### src/source/ntm_product_pkg.sv
////////////////////////////////////////////////////////////////////////////
// Shared widths, types and FSM encoding of the vector modular product
// Element buffer depth and derived pointer/counter widths
////////////////////////////////////////////////////////////////////////////

`default_nettype none

package ntm_product_pkg;

  // Element, modulus and product width
  localparam int DATA_SIZE = 16;
  // Length and loop index width
  localparam int INDEX_SIZE = 8;

  // Element buffer
  localparam int FIFO_DEPTH = 4;
  localparam int FIFO_PTR_SIZE = $clog2(FIFO_DEPTH);
  localparam int FIFO_COUNT_SIZE = $clog2(FIFO_DEPTH + 1);

  // Multiplier bit step counter
  localparam int STEP_SIZE = $clog2(DATA_SIZE);

  typedef logic [DATA_SIZE-1:0] data_t;
  typedef logic [INDEX_SIZE-1:0] index_t;
  // One spare bit for doubling and adding before reduction
  typedef logic [DATA_SIZE:0] wide_t;

  typedef enum logic [1:0] {
    STARTER_STATE = 2'd0,
    INPUT_STATE   = 2'd1,
    ENDER_STATE   = 2'd2
  } fsm_state_t;

endpackage

`default_nettype wire

### src/source/ntm_element_fifo.sv
////////////////////////////////////////////////////////////////////////////
// Element FIFO between the input stream and the sequencing function
// Circular buffer with read/write pointers and occupancy count
////////////////////////////////////////////////////////////////////////////

`timescale 1ns/1ps
`default_nettype none

module ntm_element_fifo (
  input  logic                   CLK,
  input  logic                   RST,
  input  logic                   DATA_IN_ENABLE,
  input  ntm_product_pkg::data_t DATA_IN,
  input  logic                   fifo_pop,
  output ntm_product_pkg::data_t fifo_data,
  output logic                   fifo_empty,
  output logic                   DATA_IN_FULL
);

  ntm_product_pkg::data_t mem [ntm_product_pkg::FIFO_DEPTH];

  logic [ntm_product_pkg::FIFO_PTR_SIZE-1:0]   wr_ptr;
  logic [ntm_product_pkg::FIFO_PTR_SIZE-1:0]   rd_ptr;
  logic [ntm_product_pkg::FIFO_COUNT_SIZE-1:0] count;

  logic wr_en;
  logic rd_en;

  // Pointer advance with wrap, depth need not be a power of two
  function automatic logic [ntm_product_pkg::FIFO_PTR_SIZE-1:0] next_ptr(
    input logic [ntm_product_pkg::FIFO_PTR_SIZE-1:0] ptr
  );
    if (ptr == ntm_product_pkg::FIFO_PTR_SIZE'(ntm_product_pkg::FIFO_DEPTH - 1)) begin
      return '0;
    end
    return ptr + 1'b1;
  endfunction

  // Status straight from the count
  assign fifo_empty   = (count == '0);
  assign DATA_IN_FULL = (count == ntm_product_pkg::FIFO_COUNT_SIZE'(ntm_product_pkg::FIFO_DEPTH));

  // Writes while full and pops while empty are dropped
  assign wr_en = DATA_IN_ENABLE && !DATA_IN_FULL;
  assign rd_en = fifo_pop && !fifo_empty;

  // Head element, visible the cycle after its write
  assign fifo_data = mem[rd_ptr];

  ////////////////////////////////////////////////////////////////////////////
  // Storage
  ////////////////////////////////////////////////////////////////////////////

  always_ff @(posedge CLK) begin
    if (wr_en) begin
      mem[wr_ptr] <= DATA_IN;
    end
  end

  ////////////////////////////////////////////////////////////////////////////
  // Pointers and occupancy
  ////////////////////////////////////////////////////////////////////////////

  always_ff @(posedge CLK or posedge RST) begin
    if (RST) begin
      wr_ptr <= '0;
      rd_ptr <= '0;
      count  <= '0;
    end else begin
      if (wr_en) begin
        wr_ptr <= next_ptr(wr_ptr);
      end
      if (rd_en) begin
        rd_ptr <= next_ptr(rd_ptr);
      end
      // Simultaneous write and pop leaves the count alone
      case ({wr_en, rd_en})
        2'b10:   count <= count + 1'b1;
        2'b01:   count <= count - 1'b1;
        default: count <= count;
      endcase
    end
  end

endmodule

`default_nettype wire

### src/source/ntm_modular_multiplier.sv
////////////////////////////////////////////////////////////////////////////
// Bit-serial interleaved modular multiplier, MSB of mul_a first
// START/READY handshake, result valid in the mul_ready cycle
////////////////////////////////////////////////////////////////////////////

`timescale 1ns/1ps
`default_nettype none

module ntm_modular_multiplier (
  input  logic                   CLK,
  input  logic                   RST,
  input  logic                   mul_start,
  output logic                   mul_ready,
  input  ntm_product_pkg::data_t mul_modulo,
  input  ntm_product_pkg::data_t mul_a,
  input  ntm_product_pkg::data_t mul_b,
  output ntm_product_pkg::data_t mul_result
);

  // Control
  logic                                  busy;
  logic [ntm_product_pkg::STEP_SIZE-1:0] step_cnt;
  logic                                  last_step;

  // Latched operands and partial sum
  ntm_product_pkg::data_t a_reg;
  ntm_product_pkg::data_t b_reg;
  ntm_product_pkg::data_t m_reg;
  ntm_product_pkg::data_t acc;

  // One step of the recurrence
  ntm_product_pkg::wide_t acc_dbl;
  ntm_product_pkg::wide_t acc_add;
  ntm_product_pkg::wide_t acc_next;

  // Conditional subtract, input is always below twice the modulus
  function automatic ntm_product_pkg::wide_t reduce(
    input ntm_product_pkg::wide_t x,
    input ntm_product_pkg::data_t m
  );
    if (x >= {1'b0, m}) begin
      return x - {1'b0, m};
    end
    return x;
  endfunction

  ////////////////////////////////////////////////////////////////////////////
  // Datapath step
  ////////////////////////////////////////////////////////////////////////////

  always_comb begin
    // Double, then fold back under the modulus
    acc_dbl = reduce({acc, 1'b0}, m_reg);
    // Add b only for a one bit
    acc_add = reduce(acc_dbl + {1'b0, b_reg}, m_reg);
    acc_next = a_reg[ntm_product_pkg::DATA_SIZE-1] ? acc_add : acc_dbl;
  end

  assign last_step = (step_cnt == ntm_product_pkg::STEP_SIZE'(ntm_product_pkg::DATA_SIZE - 1));

  // Partial sum is the result once all bits are in
  assign mul_result = acc;

  ////////////////////////////////////////////////////////////////////////////
  // Control
  ////////////////////////////////////////////////////////////////////////////

  always_ff @(posedge CLK or posedge RST) begin
    if (RST) begin
      busy      <= 1'b0;
      step_cnt  <= '0;
      mul_ready <= 1'b0;
    end else begin
      mul_ready <= 1'b0;
      if (!busy) begin
        if (mul_start) begin
          busy     <= 1'b1;
          step_cnt <= '0;
        end
      end else begin
        step_cnt <= step_cnt + 1'b1;
        // Ready lands DATA_SIZE+1 cycles after start
        if (last_step) begin
          busy      <= 1'b0;
          mul_ready <= 1'b1;
        end
      end
    end
  end

  // Operands and accumulator
  always_ff @(posedge CLK) begin
    if (!busy && mul_start) begin
      a_reg <= mul_a;
      b_reg <= mul_b;
      m_reg <= mul_modulo;
      acc   <= '0;
    end else if (busy) begin
      a_reg <= a_reg << 1;
      acc   <= acc_next[ntm_product_pkg::DATA_SIZE-1:0];
    end
  end

endmodule

`default_nettype wire

### src/source/ntm_product_top.sv
////////////////////////////////////////////////////////////////////////////
// Top level of the vector modular product
// Element FIFO, sequencing FSM and bit-serial multiplier
////////////////////////////////////////////////////////////////////////////

`timescale 1ns/1ps
`default_nettype none

module ntm_product_top (
  input  logic                    CLK,
  input  logic                    RST,
  input  logic                    START,
  output logic                    READY,
  input  ntm_product_pkg::index_t LENGTH_IN,
  input  ntm_product_pkg::data_t  MODULO_IN,
  input  logic                    DATA_IN_ENABLE,
  input  ntm_product_pkg::data_t  DATA_IN,
  output logic                    DATA_IN_FULL,
  output ntm_product_pkg::data_t  DATA_OUT,
  output logic                    DATA_OUT_ENABLE
);

  // FIFO to function
  logic                   fifo_empty;
  logic                   fifo_pop;
  ntm_product_pkg::data_t fifo_data;

  // Function to multiplier
  logic                   mul_start;
  logic                   mul_ready;
  ntm_product_pkg::data_t mul_a;
  ntm_product_pkg::data_t mul_b;
  ntm_product_pkg::data_t mul_modulo;
  ntm_product_pkg::data_t mul_result;

  ntm_element_fifo u_fifo (
    .CLK            (CLK),
    .RST            (RST),
    .DATA_IN_ENABLE (DATA_IN_ENABLE),
    .DATA_IN        (DATA_IN),
    .fifo_pop       (fifo_pop),
    .fifo_data      (fifo_data),
    .fifo_empty     (fifo_empty),
    .DATA_IN_FULL   (DATA_IN_FULL)
  );

  ntm_scalar_multiplication_function u_function (
    .CLK             (CLK),
    .RST             (RST),
    .START           (START),
    .READY           (READY),
    .LENGTH_IN       (LENGTH_IN),
    .MODULO_IN       (MODULO_IN),
    .fifo_empty      (fifo_empty),
    .fifo_data       (fifo_data),
    .fifo_pop        (fifo_pop),
    .mul_start       (mul_start),
    .mul_ready       (mul_ready),
    .mul_result      (mul_result),
    .mul_a           (mul_a),
    .mul_b           (mul_b),
    .mul_modulo      (mul_modulo),
    .DATA_OUT        (DATA_OUT),
    .DATA_OUT_ENABLE (DATA_OUT_ENABLE)
  );

  ntm_modular_multiplier u_multiplier (
    .CLK        (CLK),
    .RST        (RST),
    .mul_start  (mul_start),
    .mul_ready  (mul_ready),
    .mul_modulo (mul_modulo),
    .mul_a      (mul_a),
    .mul_b      (mul_b),
    .mul_result (mul_result)
  );

endmodule

`default_nettype wire

### src/source/ntm_scalar_multiplication_function.sv
////////////////////////////////////////////////////////////////////////////
// Sequencing FSM for the vector modular product
// Pops elements, drives the multiplier, emits each running product
////////////////////////////////////////////////////////////////////////////

`timescale 1ns/1ps
`default_nettype none

module ntm_scalar_multiplication_function (
  input  logic                    CLK,
  input  logic                    RST,
  input  logic                    START,
  output logic                    READY,
  input  ntm_product_pkg::index_t LENGTH_IN,
  input  ntm_product_pkg::data_t  MODULO_IN,
  input  logic                    fifo_empty,
  input  ntm_product_pkg::data_t  fifo_data,
  output logic                    fifo_pop,
  output logic                    mul_start,
  input  logic                    mul_ready,
  input  ntm_product_pkg::data_t  mul_result,
  output ntm_product_pkg::data_t  mul_a,
  output ntm_product_pkg::data_t  mul_b,
  output ntm_product_pkg::data_t  mul_modulo,
  output ntm_product_pkg::data_t  DATA_OUT,
  output logic                    DATA_OUT_ENABLE
);

  ntm_product_pkg::fsm_state_t state;

  // Loop control
  ntm_product_pkg::index_t index_loop;
  ntm_product_pkg::index_t length_reg;

  // Decoded events
  logic start_accept;
  logic step_done;
  logic last_element;

  // START only counts while idle
  assign start_accept = (state == ntm_product_pkg::STARTER_STATE) && START;

  // Head consumed in the cycle it is seen
  assign fifo_pop = (state == ntm_product_pkg::INPUT_STATE) && !fifo_empty;

  assign step_done    = (state == ntm_product_pkg::ENDER_STATE) && mul_ready;
  assign last_element = (index_loop == length_reg - 1'b1);

  ////////////////////////////////////////////////////////////////////////////
  // FSM and outputs
  ////////////////////////////////////////////////////////////////////////////

  always_ff @(posedge CLK or posedge RST) begin
    if (RST) begin
      state           <= ntm_product_pkg::STARTER_STATE;
      index_loop      <= '0;
      READY           <= 1'b0;
      DATA_OUT_ENABLE <= 1'b0;
      DATA_OUT        <= '0;
      mul_start       <= 1'b0;
    end else begin
      // Pulses by default
      READY           <= 1'b0;
      DATA_OUT_ENABLE <= 1'b0;
      mul_start       <= 1'b0;
      case (state)
        ntm_product_pkg::STARTER_STATE: begin
          if (start_accept) begin
            index_loop <= '0;
            state      <= ntm_product_pkg::INPUT_STATE;
          end
        end
        ntm_product_pkg::INPUT_STATE: begin
          // Stall here until an element is buffered
          if (fifo_pop) begin
            mul_start <= 1'b1;
            state     <= ntm_product_pkg::ENDER_STATE;
          end
        end
        ntm_product_pkg::ENDER_STATE: begin
          if (step_done) begin
            DATA_OUT        <= mul_result;
            DATA_OUT_ENABLE <= 1'b1;
            if (last_element) begin
              // READY goes with the final product
              READY <= 1'b1;
              state <= ntm_product_pkg::STARTER_STATE;
            end else begin
              index_loop <= index_loop + 1'b1;
              state      <= ntm_product_pkg::INPUT_STATE;
            end
          end
        end
        default: begin
          state <= ntm_product_pkg::STARTER_STATE;
        end
      endcase
    end
  end

  ////////////////////////////////////////////////////////////////////////////
  // Operands, held steady for the multiplier
  ////////////////////////////////////////////////////////////////////////////

  always_ff @(posedge CLK) begin
    if (start_accept) begin
      length_reg <= LENGTH_IN;
      mul_modulo <= MODULO_IN;
      // Product starts at 1, modulus is at least 2
      mul_b      <= ntm_product_pkg::data_t'(1);
    end
    // Element reaches the multiplier one cycle after the pop
    if (fifo_pop) begin
      mul_a <= fifo_data;
    end
    // Running product
    if (step_done) begin
      mul_b <= mul_result;
    end
  end

endmodule

`default_nettype wire

### config.mk
export PLATFORM = sky130hd
export DESIGN_NAME = ntm_product_top
export DESIGN_NICKNAME = d
export VERILOG_FILES = /design/src/source/ntm_product_pkg.sv /design/src/source/ntm_element_fifo.sv /design/src/source/ntm_modular_multiplier.sv /design/src/source/ntm_product_top.sv /design/src/source/ntm_scalar_multiplication_function.sv
export SDC_FILE = /design/constraint.sdc
export NUM_CORES = 1
export LEC_CHECK = 0
export ABC_AREA = 1
export BUFFER_PORTS_ARGS = -buffer_cell sky130_fd_sc_hd__clkbuf_2
export CAP_MARGIN = 5
export CORE_AREA = 2 2 155 157
export CTS_CLUSTER_SIZE = 28
export DETAILED_ROUTE_END_ITERATION = 10
export DIE_AREA = 0 0 157 159
export MAX_ROUTING_LAYER = met4
export PLACE_DENSITY = 0.7
export SYNTH_ARGS = -nofsm -noshare
export SYNTH_HDL_FRONTEND = slang
export SYNTH_SLANG_ARGS = --single-unit
### constraint.sdc
create_clock -name CLK -period 4.99 [get_ports CLK]
set_clock_uncertainty 0.05 [all_clocks]
set_input_delay 0.499 -clock CLK [delete_from_list [all_inputs] [get_ports CLK]]
set_output_delay 0.499 -clock CLK [all_outputs]
set_load 0.02 [all_outputs]
# Word-level counts from Yosys, hierarchy flattened

Memory sizes are Yosys's and may differ from the RTL's. A register that Yosys moved wholly into a read port is not among the register bits.
Index checks and enable logic that the tools add are counted.
Widths: inputs -> output; s select.

Add/sub/neg operators: 10
Order comparisons: 2
Equal/unequal tests: 13
Mux-type cells: 45
Reductions and logical operators: 19

Operators with widths:

| kind                | count |
|---|---|
| $mux 16             | 7 |
| $ge 17x16->1        | 2 |
| $mux 17             | 2 |
| $mux 8              | 3 |
| $mux 1              | 21 |
| $add 17x16->17      | 1 |
| $sub 17x16->17      | 1 |
| $pmux 8 s2          | 1 |
| $sub 16x16->16      | 1 |
| $mux 2              | 7 |
| $reduce_bool 2->1   | 5 |
| $add 8x1->8 const B | 1 |
| $eq 2x2->1 const B  | 4 |
| $eq 8x8->1          | 1 |
| $mux 4              | 2 |
| $sub 8x1->8 const B | 1 |
| $logic_and 1x1->1   | 6 |
| $pmux 2 s3          | 1 |
| $pmux 3 s2          | 1 |
| $add 2x1->2 const B | 2 |
| $add 4x1->4 const B | 1 |
| $eq 2x1->1 const B  | 2 |
| $eq 4x4->1 const B  | 1 |
| $ne 2x1->1 const B  | 2 |
| other kinds (10)    | 13 |

Register bits after elaboration: 146
Memory bits (writable): 64
Bits of input ports: 44
Output and inout port bits: 19
Word-level logic and storage cells: 109
Memories kept: 1

Memory list:

| name       | words | bits a word | read ports | clocked after Yosys merged registers in | wr ports | line                   | source |
|---|---|---|---|---|---|---|---|
| u_fifo.mem | 4     | 16          | 1          | 1                                       | 1        | ntm_element_fifo.sv:20 | `ntm_product_pkg::data_t mem [ntm_product_pkg::FIFO_DEPTH];` |

# Logic depth before layout (Yosys ltp)

Gate-level depths: netlist (run 1).

Depth after elaboration: 8
Gate-level depth with buffers: 37
Gate-level depth less buffers: 36

# By module

Synthesis (run 1) repeated with hierarchy kept, for this count alone.

Cells, all modules: 1,324
Area total of the unflattened synthesis: 12,280.5 um^2

By module, submodules not included:

| module                             | times used | cells each | area an instance (um^2) | seq. area each (um^2) |
|---|---|---|---|---|
| ntm_modular_multiplier             | 1          | 779        | 5,651.7                 | 1,911.8 |
| ntm_scalar_multiplication_function | 1          | 297        | 3,382.0                 | 2,407.3 |
| ntm_element_fifo                   | 1          | 248        | 3,246.9                 | 2,097.0 |

# Least setup slack after synthesis (run 1)

No wires, ideal clock.

Path kind: register -> register
From: register u_multiplier.m_reg[1]
To: register u_multiplier.acc[13], in the netlist u_multiplier.mul_result[13]
Setup time: 0.112 ns
Arrival: 4.537 ns
Required time: 4.828 ns
Path slack: 0.291 ns
Cell stages (with the launch flop): 34
Path buffers: 1
Clock period less this slack: 4.699 ns
Cell sequence: edfxtp_1 inv_1 ha_1 ha_1 inv_1 nor2_1 nand2_1 o21ai_1 nor2_1 nand2_4 inv_2 or2_1 o21ai_0 fa_1 nand3b_1 nand2_1 nand2_1 nand2_1 a21oi_1 o21bai_1 xor2_1 inv_1 ha_1 a21oi_1 o21ai_0 a21oi_1 nand2_1 nand2_1 nand4_4 buf_6 nand2_1 nand3_1 nand2_1 nand2_1

Cells in the longest elaborated chain, start to end: 8
Elaborated cells on any way between the ends: 12
Those cells by class: add/sub: 3; order compare: 2; mux: 7

Ends and longest elaborated chain:

| what                                           | line                                                       | source |
|---|---|---|
| start, declared                                | ntm_modular_multiplier.sv:28                               | `ntm_product_pkg::data_t m_reg;` |
| start signal, assigned                         | ntm_modular_multiplier.sv:96                               | `m_reg <= mul_modulo;` |
| $sub 17x16->17 or $ge 17x16->1 (tied branches) | ntm_modular_multiplier.sv:42, ntm_modular_multiplier.sv:41 |  |
| $mux 17 or $mux 1 (tied branches)              | ntm_modular_multiplier.sv:41                               | `if (x >= {1'b0, m}) begin` |
| $mux 17                                        | ntm_modular_multiplier.sv:44                               | `return x;` |
| $add 17x16->17                                 | ntm_modular_multiplier.sv:55                               | `acc_add = reduce(acc_dbl + {1'b0, b_reg}, m_reg);` |
| $sub 16x16->16 or $ge 17x16->1 (tied branches) | ntm_modular_multiplier.sv:42, ntm_modular_multiplier.sv:41 |  |
| $mux 16 or $mux 1 (tied branches)              | ntm_modular_multiplier.sv:41                               |  |
| $mux 16                                        | ntm_modular_multiplier.sv:44                               |  |
| $mux 16 (*)                                    | ntm_modular_multiplier.sv:56                               | `acc_next = a_reg[ntm_product_pkg::DATA_SIZE-1] ? acc_add : acc_dbl;` |
| end signal, assigned                           | ntm_modular_multiplier.sv:100                              | `acc <= acc_next[ntm_product_pkg::DATA_SIZE-1:0];` |
| end, declared                                  | ntm_modular_multiplier.sv:29                               | `ntm_product_pkg::data_t acc;` |

Every way passes the cells marked *; elsewhere a longest branch is shown, timed or not. The select of a mux whose other input is x is not followed.
A chain may end at the register's enable or synchronous reset.

# Final worst setup path (run 1)

From: register u_multiplier.m_reg[14]
To: register u_multiplier.acc[11], in the netlist u_multiplier.mul_result[11]

Cells in the longest elaborated chain, start to end: 8
Elaborated cells on any way between the ends: 12
Those cells by class: add/sub: 3; order compare: 2; mux: 7

Ends and longest elaborated chain:

| what                                           | line |
|---|---|
| $sub 17x16->17 or $ge 17x16->1 (tied branches) | ntm_modular_multiplier.sv:42, ntm_modular_multiplier.sv:41 |
| $mux 17 or $mux 1 (tied branches)              | ntm_modular_multiplier.sv:41 |
| $mux 17                                        | ntm_modular_multiplier.sv:44 |
| $add 17x16->17                                 | ntm_modular_multiplier.sv:55 |
| $ge 17x16->1 or $sub 16x16->16 (tied branches) | ntm_modular_multiplier.sv:41, ntm_modular_multiplier.sv:42 |
| $mux 1 or $mux 16 (tied branches)              | ntm_modular_multiplier.sv:41 |
| $mux 16                                        | ntm_modular_multiplier.sv:44 |
| $mux 16 (*)                                    | ntm_modular_multiplier.sv:56 |

Marked as above.

==> results.py, run 1 <==
metrics = {
    "grt": {
        "grt_pass1_vias": 8745,
        "grt_pass1_wl_um": 43500,
        "grt_max_degree": 48,
        "grt_busiest_layer": "met2",
        "grt_overflow_total": 0,
        "grt_util_met1": 0.282,
        "antenna_found_initial": 0,
        "grtUsageMet3": 0.0286,
        "track_usage": 0.225,
        "gr-usage-met2": 0.378,
    },
    "routing": {
        "ant_nets": 0,
        "wire_per_inst_um": 16.0,
        "dr.first_iter.drc_count": 585,
        "vias_per_cell": 5.18,
        "drt_wl_total_um": 28400,
        "dr.pass1.iters": 7,
        "num_vias": 9193,
        "drc_errors": 0,
    },
    "min_path": {
        "min_path_type": "in2async",
    },
    "timing": {
        "worst_pin_slew_ns": 1.07,
        "rsz0062_at_grt": "true",
        "slew_violations": 0,
        "fin_crit_ns": 4.89,
        "fin_setup_tns_ns": 0,
        "max_clock_freq_mhz": 204,
        "hold_viol_final": 0,
        "fin_crit_sh": 0.980,
        "finalSetupViolCount": 0,
        "slew_headroom": 0.284,
    },
    "finish": {
        "final_area_sq_mm": 0.0151,
        "largest_reg_flops": 64,
        "area_growth_pct": 31.6,
        "drive_gt1_frac": 0.292,
        "fin_nets": 1543,
        "multi_input_area_sq_mm": 0.00531,
        "largest_register": "u_fifo.mem",
        "final_cells": 1773,
        "seq_area_sq_mm": 0.00642,
        "antenna_cells": 0,
        "fillers": 1802,
    },
    "critical_path": {
        "reg2reg_depth": 33,
        "crit_fanout": 8,
        "crit_type": "reg2reg",
        "r2r_setup_slack_ns": 0.1,
        "critPathArrivalTime_ns": 5.33,
        "critPathMaxStageDelay_ns": 0.34,
        "cp-end-kind": "register",
        "cp-startpoint": "u_multiplier.m_reg[14]",
        "critPathLaunchType": "register",
        "cp_slowest_cell": "edfxtp_1",
        "required_ns": 5.42,
        "r2r_start": "u_multiplier.m_reg[14]",
    },
    "run": {
        "maxCapViolCount": 0,
    },
    "synth": {
        "syn_area_sq_mm": 0.0115,
        "syn_inst": 1207,
        "synth-seq-area-share": 0.557,
        "syn_nets": 1313,
        "synthTopCellsByArea": "edfxtp_1 44%, nand2_1 10%, dfrtp_1 9.1%",
        "synthArstFlopShare": 0.186,
        "synth.top_cell.area_share": 0.438,
        "syn_area_per_cell_sq_um": 9.54,
        "synth_top_area_cell": "edfxtp_1",
        "yosysWarnings": 0,
        "synthFlopType": "edfxtp_1",
        "yosysUniqueCellTypes": 43,
        "synth_seq_cells": 226,
        "synth_edf_count": 168,
    },
    "clock_tree": {
        "cts_tree": "built",
        "numCtsBuffers": 24,
        "clkTransAtPathRegs_ns": 0.07,
        "htreeDepth": 1,
        "cts.sinks": 226,
        "hold_buffers": 0,
        "clock_path_buffers": 3,
        "ctsRootBufferMaster": "clkbuf_16",
        "clk_latency_ns": 0.54,
    },
    "placement": {
        "dp_cells": 1709,
        "dp_hpwl_um": 19400,
        "gp_congestion": 0.933,
        "place_area_sq_mm": 0.0132,
        "port_buffers": 62,
    },
    "status": {
        "status": "complete, no violations",
    },
    "die": {
        "num_rows": 56,
        "io_pins": 63,
        "dieArea_sq_mm": 0.0250,
        "start_util": 0.496,
        "die_h_um": 159,
        "core_sq_mm": 0.0232,
        "fp.dieW_um": 157,
    },
}
==> cell usage after synthesis (all sizes together) (2+ instances only) <==
master  number
a21o         2
a21oi       48
a31o         2
a31oi        2
buf         11
clkbuf      20
dfrtp       42
dfxtp       16
edfxtp     168
fa           4
ha          58
inv        142
nand2      322
nand3       47
nand3b       4
nand4       22
nor2       103
nor3        11
nor4         3
o211ai       3
o21a         2
o21ai       81
o21bai       5
o22ai       16
o31ai        7
or2          3
xnor2       24
xor2        34
==> per-layer routing <==
metal	vias to the layer above	part of all wire	wire length, um
met5	-	0	0
met4	0	0.042	1190
met3	96	0.050	1420
met2	271	0.51	14300
met1	4309	0.40	11400
li1	4517	-	-
==> final cells by class <==
cell class	count	share of cell area
sequential	226	0.424
multi-input combinational	810	0.350
timing repair buffer	233	0.110
clock buffer	29	0.0416
inverter	142	0.0354
tap	319	0.0264
clock inverter	14	0.0127
==> placed cells by master, fill, tap and decap left out, types with 23 or more instances in the layout <==
cell type,count
clkbuf_2,62
nand2_1,292
clkbuf_16,25
nor2_1,84
nand3_1,42
edfxtp_1,168
o21ai_0,65
xnor2_1,24
ha_4,32
xor2_1,31
inv_1,126
a21oi_1,26
ha_1,23
buf_4,160
dfrtp_1,42
==> cells by family after synthesis <==
| kind of cell | after synthesis | synth area share |
|---|---|---|
| simple gates | 518 | 0.189 |
| flops | 226 | 0.557 |
| buf+inv | 173 | 0.0585 |
| compound gates | 170 | 0.0814 |
| fa+ha+maj | 62 | 0.0700 |
| xor+xnor | 58 | 0.0441 |
==> metrics by stage <==
step	hold WS [ns]	util	setup slack, ns
final	0.0707	0.653	0.0990
after global routing	0.0645	0.653	-0.183
after CTS	0.0599	0.616	0.000243
after detailed placement	0.355	0.571	-0.536
after global placement	0.351	0.571	-0.394
after floorplan	0.350	-	0.291
==> path summary, 6_finish.rpt <==
check | end
setup / recovery | u_multiplier.mul_result[11]
hold / removal | u_fifo.wr_ptr[1]
setup reg to reg | u_multiplier.mul_result[11]
hold reg to reg | u_multiplier.b_reg[3]
max in group asynchronous | u_function.DATA_OUT[9]
min in group CLK | u_function.length_reg[3]
==> critical path: cells and delay by family (launching register included) <==
| kind | cells | cell delay [ns] |
|---|---|---|
| xor gates and xnor gates | 1 | 0.21 |
| and+or+nand+nor | 21 | 2.63 |
| adders and majority gates | 3 | 0.78 |
| buffers and inverters | 6 | 0.57 |
| DFF | 1 | 0.34 |
| AOI/OAI and AO/OA | 2 | 0.24 |
==> repair_timing <==
action                     in CTS  in global routing
setup endpoints to repair      16                 16
gates resized for setup        43                139
setup buffers                   6                 13
gates cloned                    1                  2
hold endpoints to repair        0                  0
pin swaps                      10                 57
Power of run 1 is not shown: default switching activity piles up to over one toggle a cycle in this logic, so the estimate is an artifact.
==> run 2, diff against run 1 <==
--- a/config.mk
+++ b/config.mk
@@ -8,12 +8,13 @@
 export ABC_AREA = 1
 export BUFFER_PORTS_ARGS = -buffer_cell sky130_fd_sc_hd__clkbuf_2
 export CAP_MARGIN = 5
-export CORE_AREA = 2 2 155 157
+export CORE_AREA = 2 2 147 149
 export CTS_CLUSTER_SIZE = 28
 export DETAILED_ROUTE_END_ITERATION = 10
-export DIE_AREA = 0 0 157 159
+export DIE_AREA = 0 0 149 151
 export MAX_ROUTING_LAYER = met4
-export PLACE_DENSITY = 0.7
+export PLACE_DENSITY = 0.77
+export REMOVE_ABC_BUFFERS = 1
 export SYNTH_ARGS = -nofsm -noshare
 export SYNTH_HDL_FRONTEND = slang
 export SYNTH_SLANG_ARGS = --single-unit
==> run 2 against run 1 <==
Net effect:
- fmax decreased by 0.36%
- die area down 9.9%
- sequential cell count did not move
- register-to-register slack worse by 0.02 ns
- design area is 3.0% lower
- core utilization up 5.3 points
- final cell count decreased by 3.8%
- global-route usage increased by 2.2 points
- first-iteration DRC count increased by 32%
- critical endpoint is now u_multiplier.mul_result[4]
- largest cell class unchanged
- hold slack improved by 0.056 ns
- sequential share of layout area grew 1.3 points
- highest routed layer unchanged
- routed wire length is 0.55% lower
==> results.py, run 2 (synthesis results as in run 1) <==
metrics = {
    "status": {
        "status": "complete, no violations",
    },
    "placement": {
        "place_ws_ns": -0.190,
        "gp_congestion": 0.965,
        "dp_hpwl_um": 18800,
        "dp_cells": 1643,
        "port_buffers": 62,
        "place_area_sq_mm": 0.0130,
    },
    "critical_path": {
        "critPathArrivalTime_ns": 5.25,
        "r2r_start": "u_multiplier.m_reg[3]",
        "cp_slowest_cell": "edfxtp_1",
        "crit_type": "reg2reg",
        "worstReg2RegEnd": "u_multiplier.mul_result[4]",
        "critical_path.top_delay_family": "simple AND/OR/NAND/NOR gates",
        "reg2reg_depth": 32,
        "required_ns": 5.33,
        "r2r_setup_slack_ns": 0.08,
        "cp-end-kind": "register",
        "crit_fanout": 6,
        "crit_path_frequent_cell": "nand2_1",
        "critPathLaunchType": "register",
        "path_buf_inv": 7,
        "critPathMaxStageDelay_ns": 0.40,
    },
    "min_path": {
        "min_path_type": "in2reg",
        "min_path_cells": 1,
        "min_from": "MODULO_IN[3]",
        "min_to": "u_function.mul_modulo[3]",
    },
    "grt": {
        "grt_max_degree": 48,
        "gr-usage-met2": 0.428,
        "grt_pass1_wl_um": 42800,
        "grt_overflow_total": 0,
        "grtUsageMet3": 0.0268,
        "grt_pass1_vias": 8878,
        "antenna_found_initial": 0,
        "grt_util_met1": 0.307,
        "track_usage": 0.247,
        "grt_busiest_layer": "met2",
    },
    "finish": {
        "final_common_cell": "nand2_1",
        "fillers": 1439,
        "largest_reg_flops": 64,
        "antenna_cells": 0,
        "final_area_sq_mm": 0.0147,
        "largest_register": "u_fifo.mem",
        "area_growth_pct": 27.6,
        "final_cells": 1706,
        "fin_nets": 1521,
        "final_cell_mix": "292 x nand2_1, 168 x edfxtp_1, 141 x buf_4, 126 x inv_1, 86 x nor2_1",
        "drive_gt1_frac": 0.271,
    },
    "clock_tree": {
        "hold_buffers": 0,
        "numCtsBuffers": 22,
        "cts_tree": "built",
        "htreeDepth": 1,
        "clkTransAtPathRegs_ns": 0.06,
        "clk_latency_ns": 0.50,
        "ctsRootBufferMaster": "clkbuf_16",
        "clock_path_buffers": 3,
        "cts.sinks": 226,
    },
    "die": {
        "start_util": 0.553,
        "dieArea_sq_mm": 0.0225,
        "io_pins": 63,
        "core_sq_mm": 0.0208,
        "num_rows": 53,
        "die_h_um": 151,
        "fp.dieW_um": 149,
    },
    "timing": {
        "slew_violations": 0,
        "fin_crit_ns": 4.91,
        "setup_slack_ns": 0.0811,
        "max_clock_freq_mhz": 204,
        "slew_headroom": 0.246,
        "finalSetupViolCount": 0,
        "fin_crit_sh": 0.984,
        "worst_pin_slew_ns": 1.13,
        "hold_viol_final": 0,
        "rsz0062_at_grt": "true",
        "fin_setup_tns_ns": 0,
    },
    "routing": {
        "ant_nets": 0,
        "wire_per_inst_um": 16.5,
        "vias_per_cell": 5.38,
        "drt_wl_total_um": 28200,
        "dr.pass1.iters": 5,
        "num_vias": 9177,
        "drc_errors": 0,
        "dr.first_iter.drc_count": 773,
    },
    "run": {
        "maxCapViolCount": 0,
    },
}
[run 2: metrics by stage]
stage	hold slack (ns)	util
CTS	0.115	0.666
floorplan	0.350	-
finish	0.127	0.706
detailed placement	0.355	0.626
global placement	0.350	0.626
global route	0.112	0.706
[run 2: layer usage]
layer / up-vias / routed length [um]
li1: 4453 / -
met1: 4354 / 11400
met2: 306 / 14400
met3: 64 / 1570
met4: 0 / 837
met5: - / 0
[run 2: how the worst max path moves through the flow]
stage,from,end,slack [ns],depth (start not counted)
6_report,u_multiplier.m_reg[3],u_multiplier.mul_result[4],0.08,32
5_1_grt,u_multiplier.m_reg[14],u_multiplier.mul_result[4],-0.14,32
4_1_cts,u_multiplier.m_reg[1],u_multiplier.mul_result[11],0.0007,35
3_5_place_dp,u_multiplier.m_reg[1],u_multiplier.mul_result[11],-0.19,33
3_3_place_gp,u_multiplier.m_reg[1],u_multiplier.mul_result[11],-0.17,33
2_1_floorplan,u_multiplier.m_reg[1],u_multiplier.mul_result[14],0.04,32
[run 2: area by class of cell]
cell class	instances	area (sq um)	area share
sequential	226	6420	0.437
clock inverter	10	134	0.00911
timing repair buffer	213	1500	0.102
clock buffer	30	632	0.0430
inverter	142	536	0.0364
multi-input combinational	810	5130	0.349
tap	275	344	0.0234
[run 2: worst register-to-register path, delay by kind of cell (launching register included)]
kind | cells | cell delay (ns)
fa+ha+maj | 3 | 0.82
simple gates | 16 | 1.65
xor+xnor | 2 | 0.33
compound gates | 4 | 0.63
buf+inv | 7 | 0.96
flops | 1 | 0.40
[run 2: timing repair]
item	CTS	global route
endpoints found under the setup margin	16	16
gates resized for setup	12	140
cloned	0	4
setup buffers	4	16
pin swaps	3	66
Power of run 2 is left out for the same reason.
==> run 3, diff against run 2 <==
--- a/config.mk
+++ b/config.mk
@@ -14,6 +14,7 @@
 export DIE_AREA = 0 0 149 151
 export MAX_ROUTING_LAYER = met4
 export PLACE_DENSITY = 0.77
+export RECOVER_POWER = 25
 export REMOVE_ABC_BUFFERS = 1
 export SYNTH_ARGS = -nofsm -noshare
 export SYNTH_HDL_FRONTEND = slang
==> run 3 against run 2 <==
Net effect:
- count of clock-buffer cells in the layout is the same
- routed wire length about the same
- non-clock buffer count unchanged
- sequential cell count unchanged
- critical path type unchanged
==> results.py, run 3 (synthesis results as in run 1) <==
metrics = {
    "routing": {
        "drc_errors": 0,
        "drt_wl_total_um": 28200,
        "top_layer_used": "met4",
        "wire_per_inst_um": 16.5,
        "num_vias": 9181,
        "route.met3.wl_um": 1550,
        "ant_nets": 0,
        "vias_per_cell": 5.38,
        "wl_met1_um": 11400,
        "dr.first_iter.drc_count": 782,
        "dr.pass1.iters": 5,
        "dr_wl_met2_um": 14400,
    },
    "min_path": {
        "min_to": "u_function.mul_modulo[3]",
        "min_path_type": "in2reg",
        "min_from": "MODULO_IN[3]",
        "min_path_cells": 1,
    },
    "run": {
        "maxCapViolCount": 0,
    },
    "clock_tree": {
        "htreeDepth": 1,
        "numCtsBuffers": 22,
        "cts.sinks": 226,
        "hold_buffers": 0,
        "clk_latency_ns": 0.50,
        "ctsRootBufferMaster": "clkbuf_16",
        "cts_tree": "built",
        "clkTransAtPathRegs_ns": 0.06,
        "clock_path_buffers": 3,
    },
    "critical_path": {
        "critPathLaunchType": "register",
        "crit_path_frequent_cell": "nand2_1",
        "r2r_start": "u_multiplier.m_reg[3]",
        "crit_fanout": 6,
        "required_ns": 5.33,
        "critPathMaxStageDelay_ns": 0.40,
        "reg2reg_depth": 32,
        "path_buf_inv": 7,
        "critical_path.top_delay_family": "simple AND/OR/NAND/NOR gates",
        "cp-startpoint": "u_multiplier.m_reg[3]",
        "critPathArrivalTime_ns": 5.25,
        "crit_type": "reg2reg",
        "r2r_setup_slack_ns": 0.08,
        "cp_slowest_cell": "edfxtp_1",
        "worstReg2RegEnd": "u_multiplier.mul_result[4]",
        "cp-end-kind": "register",
    },
    "finish": {
        "fillers": 1454,
        "largest_register": "u_fifo.mem",
        "final_cell_mix": "292 x nand2_1, 168 x edfxtp_1, 141 x buf_4, 126 x inv_1, 86 x nor2_1",
        "final_cells": 1706,
        "fin_nets": 1521,
        "final_common_cell": "nand2_1",
        "drive_gt1_frac": 0.256,
        "antenna_cells": 0,
        "largest_reg_flops": 64,
        "area_growth_pct": 27.4,
    },
    "timing": {
        "slew_headroom": 0.248,
        "finalSetupViolCount": 0,
        "rsz0062_at_grt": "true",
        "fin_crit_ns": 4.91,
        "fin_crit_sh": 0.985,
        "worst_pin_slew_ns": 1.13,
        "hold_viol_final": 0,
        "max_clock_freq_mhz": 204,
        "slew_violations": 0,
    },
    "placement": {
        "port_buffers": 62,
        "dp_hpwl_um": 18800,
        "gp_congestion": 0.965,
        "dp_cells": 1643,
    },
    "grt": {
        "track_usage": 0.247,
        "grt_overflow_total": 0,
        "antenna_found_initial": 0,
        "grt_pass1_vias": 8878,
        "grt_pass1_wl_um": 42800,
        "grt_max_degree": 48,
    },
    "status": {
        "status": "complete, no violations",
    },
    "die": {
        "dieArea_sq_mm": 0.0225,
        "num_rows": 53,
        "io_pins": 63,
        "core_sq_mm": 0.0208,
        "die_h_um": 151,
        "fp.dieW_um": 149,
        "start_util": 0.553,
    },
}
-- run 3: worst max-delay path by stage --
stage          cells after the start  slack (ns)                     endpoint
3_5_place_dp                      33       -0.19  u_multiplier.mul_result[11]
5_1_grt                           32       -0.14   u_multiplier.mul_result[4]
6_report                          32        0.08   u_multiplier.mul_result[4]
2_1_floorplan                     32        0.04  u_multiplier.mul_result[14]
4_1_cts                           35      0.0007  u_multiplier.mul_result[11]
3_3_place_gp                      33       -0.17  u_multiplier.mul_result[11]
-- run 3: timing repair --
action	in CTS	in global routing
gates cloned	0	4
gates resized for setup	12	140
pin swaps	3	66
setup buffers	4	16
endpoints found under the setup margin	16	16
-- run 3: layout make-up --
type	count	area, sq um	share of cell area
clock buffer	30	632	0.0431
multi-input combinational	810	5130	0.350
inverter	142	536	0.0365
clock inverter	10	134	0.00913
timing repair buffer	213	1470	0.100
sequential	226	6420	0.438
tap	275	344	0.0235
-- run 3: metrics by stage --
step                      area [sq um]  hold WS, ns   util  TNS [ns]  worst slack (ns)
after floorplan                  11400        0.350      -         0            0.0375
after global placement           13000        0.350  0.626     -1.65            -0.172
after detailed placement         13000        0.355  0.626     -1.93            -0.190
after CTS                        13900        0.115  0.666         0          0.000668
after global routing             14700        0.112  0.704     -1.98            -0.143
final                            14700        0.127  0.704         0            0.0761
-- run 3: layer usage --
layer  up-vias  GRT usage
met5         -          -
met2       321      0.428
met3        68     0.0268
li1       4449          -
met1      4343      0.307
met4         0     0.0762
Power of run 3 is left out for the same reason.
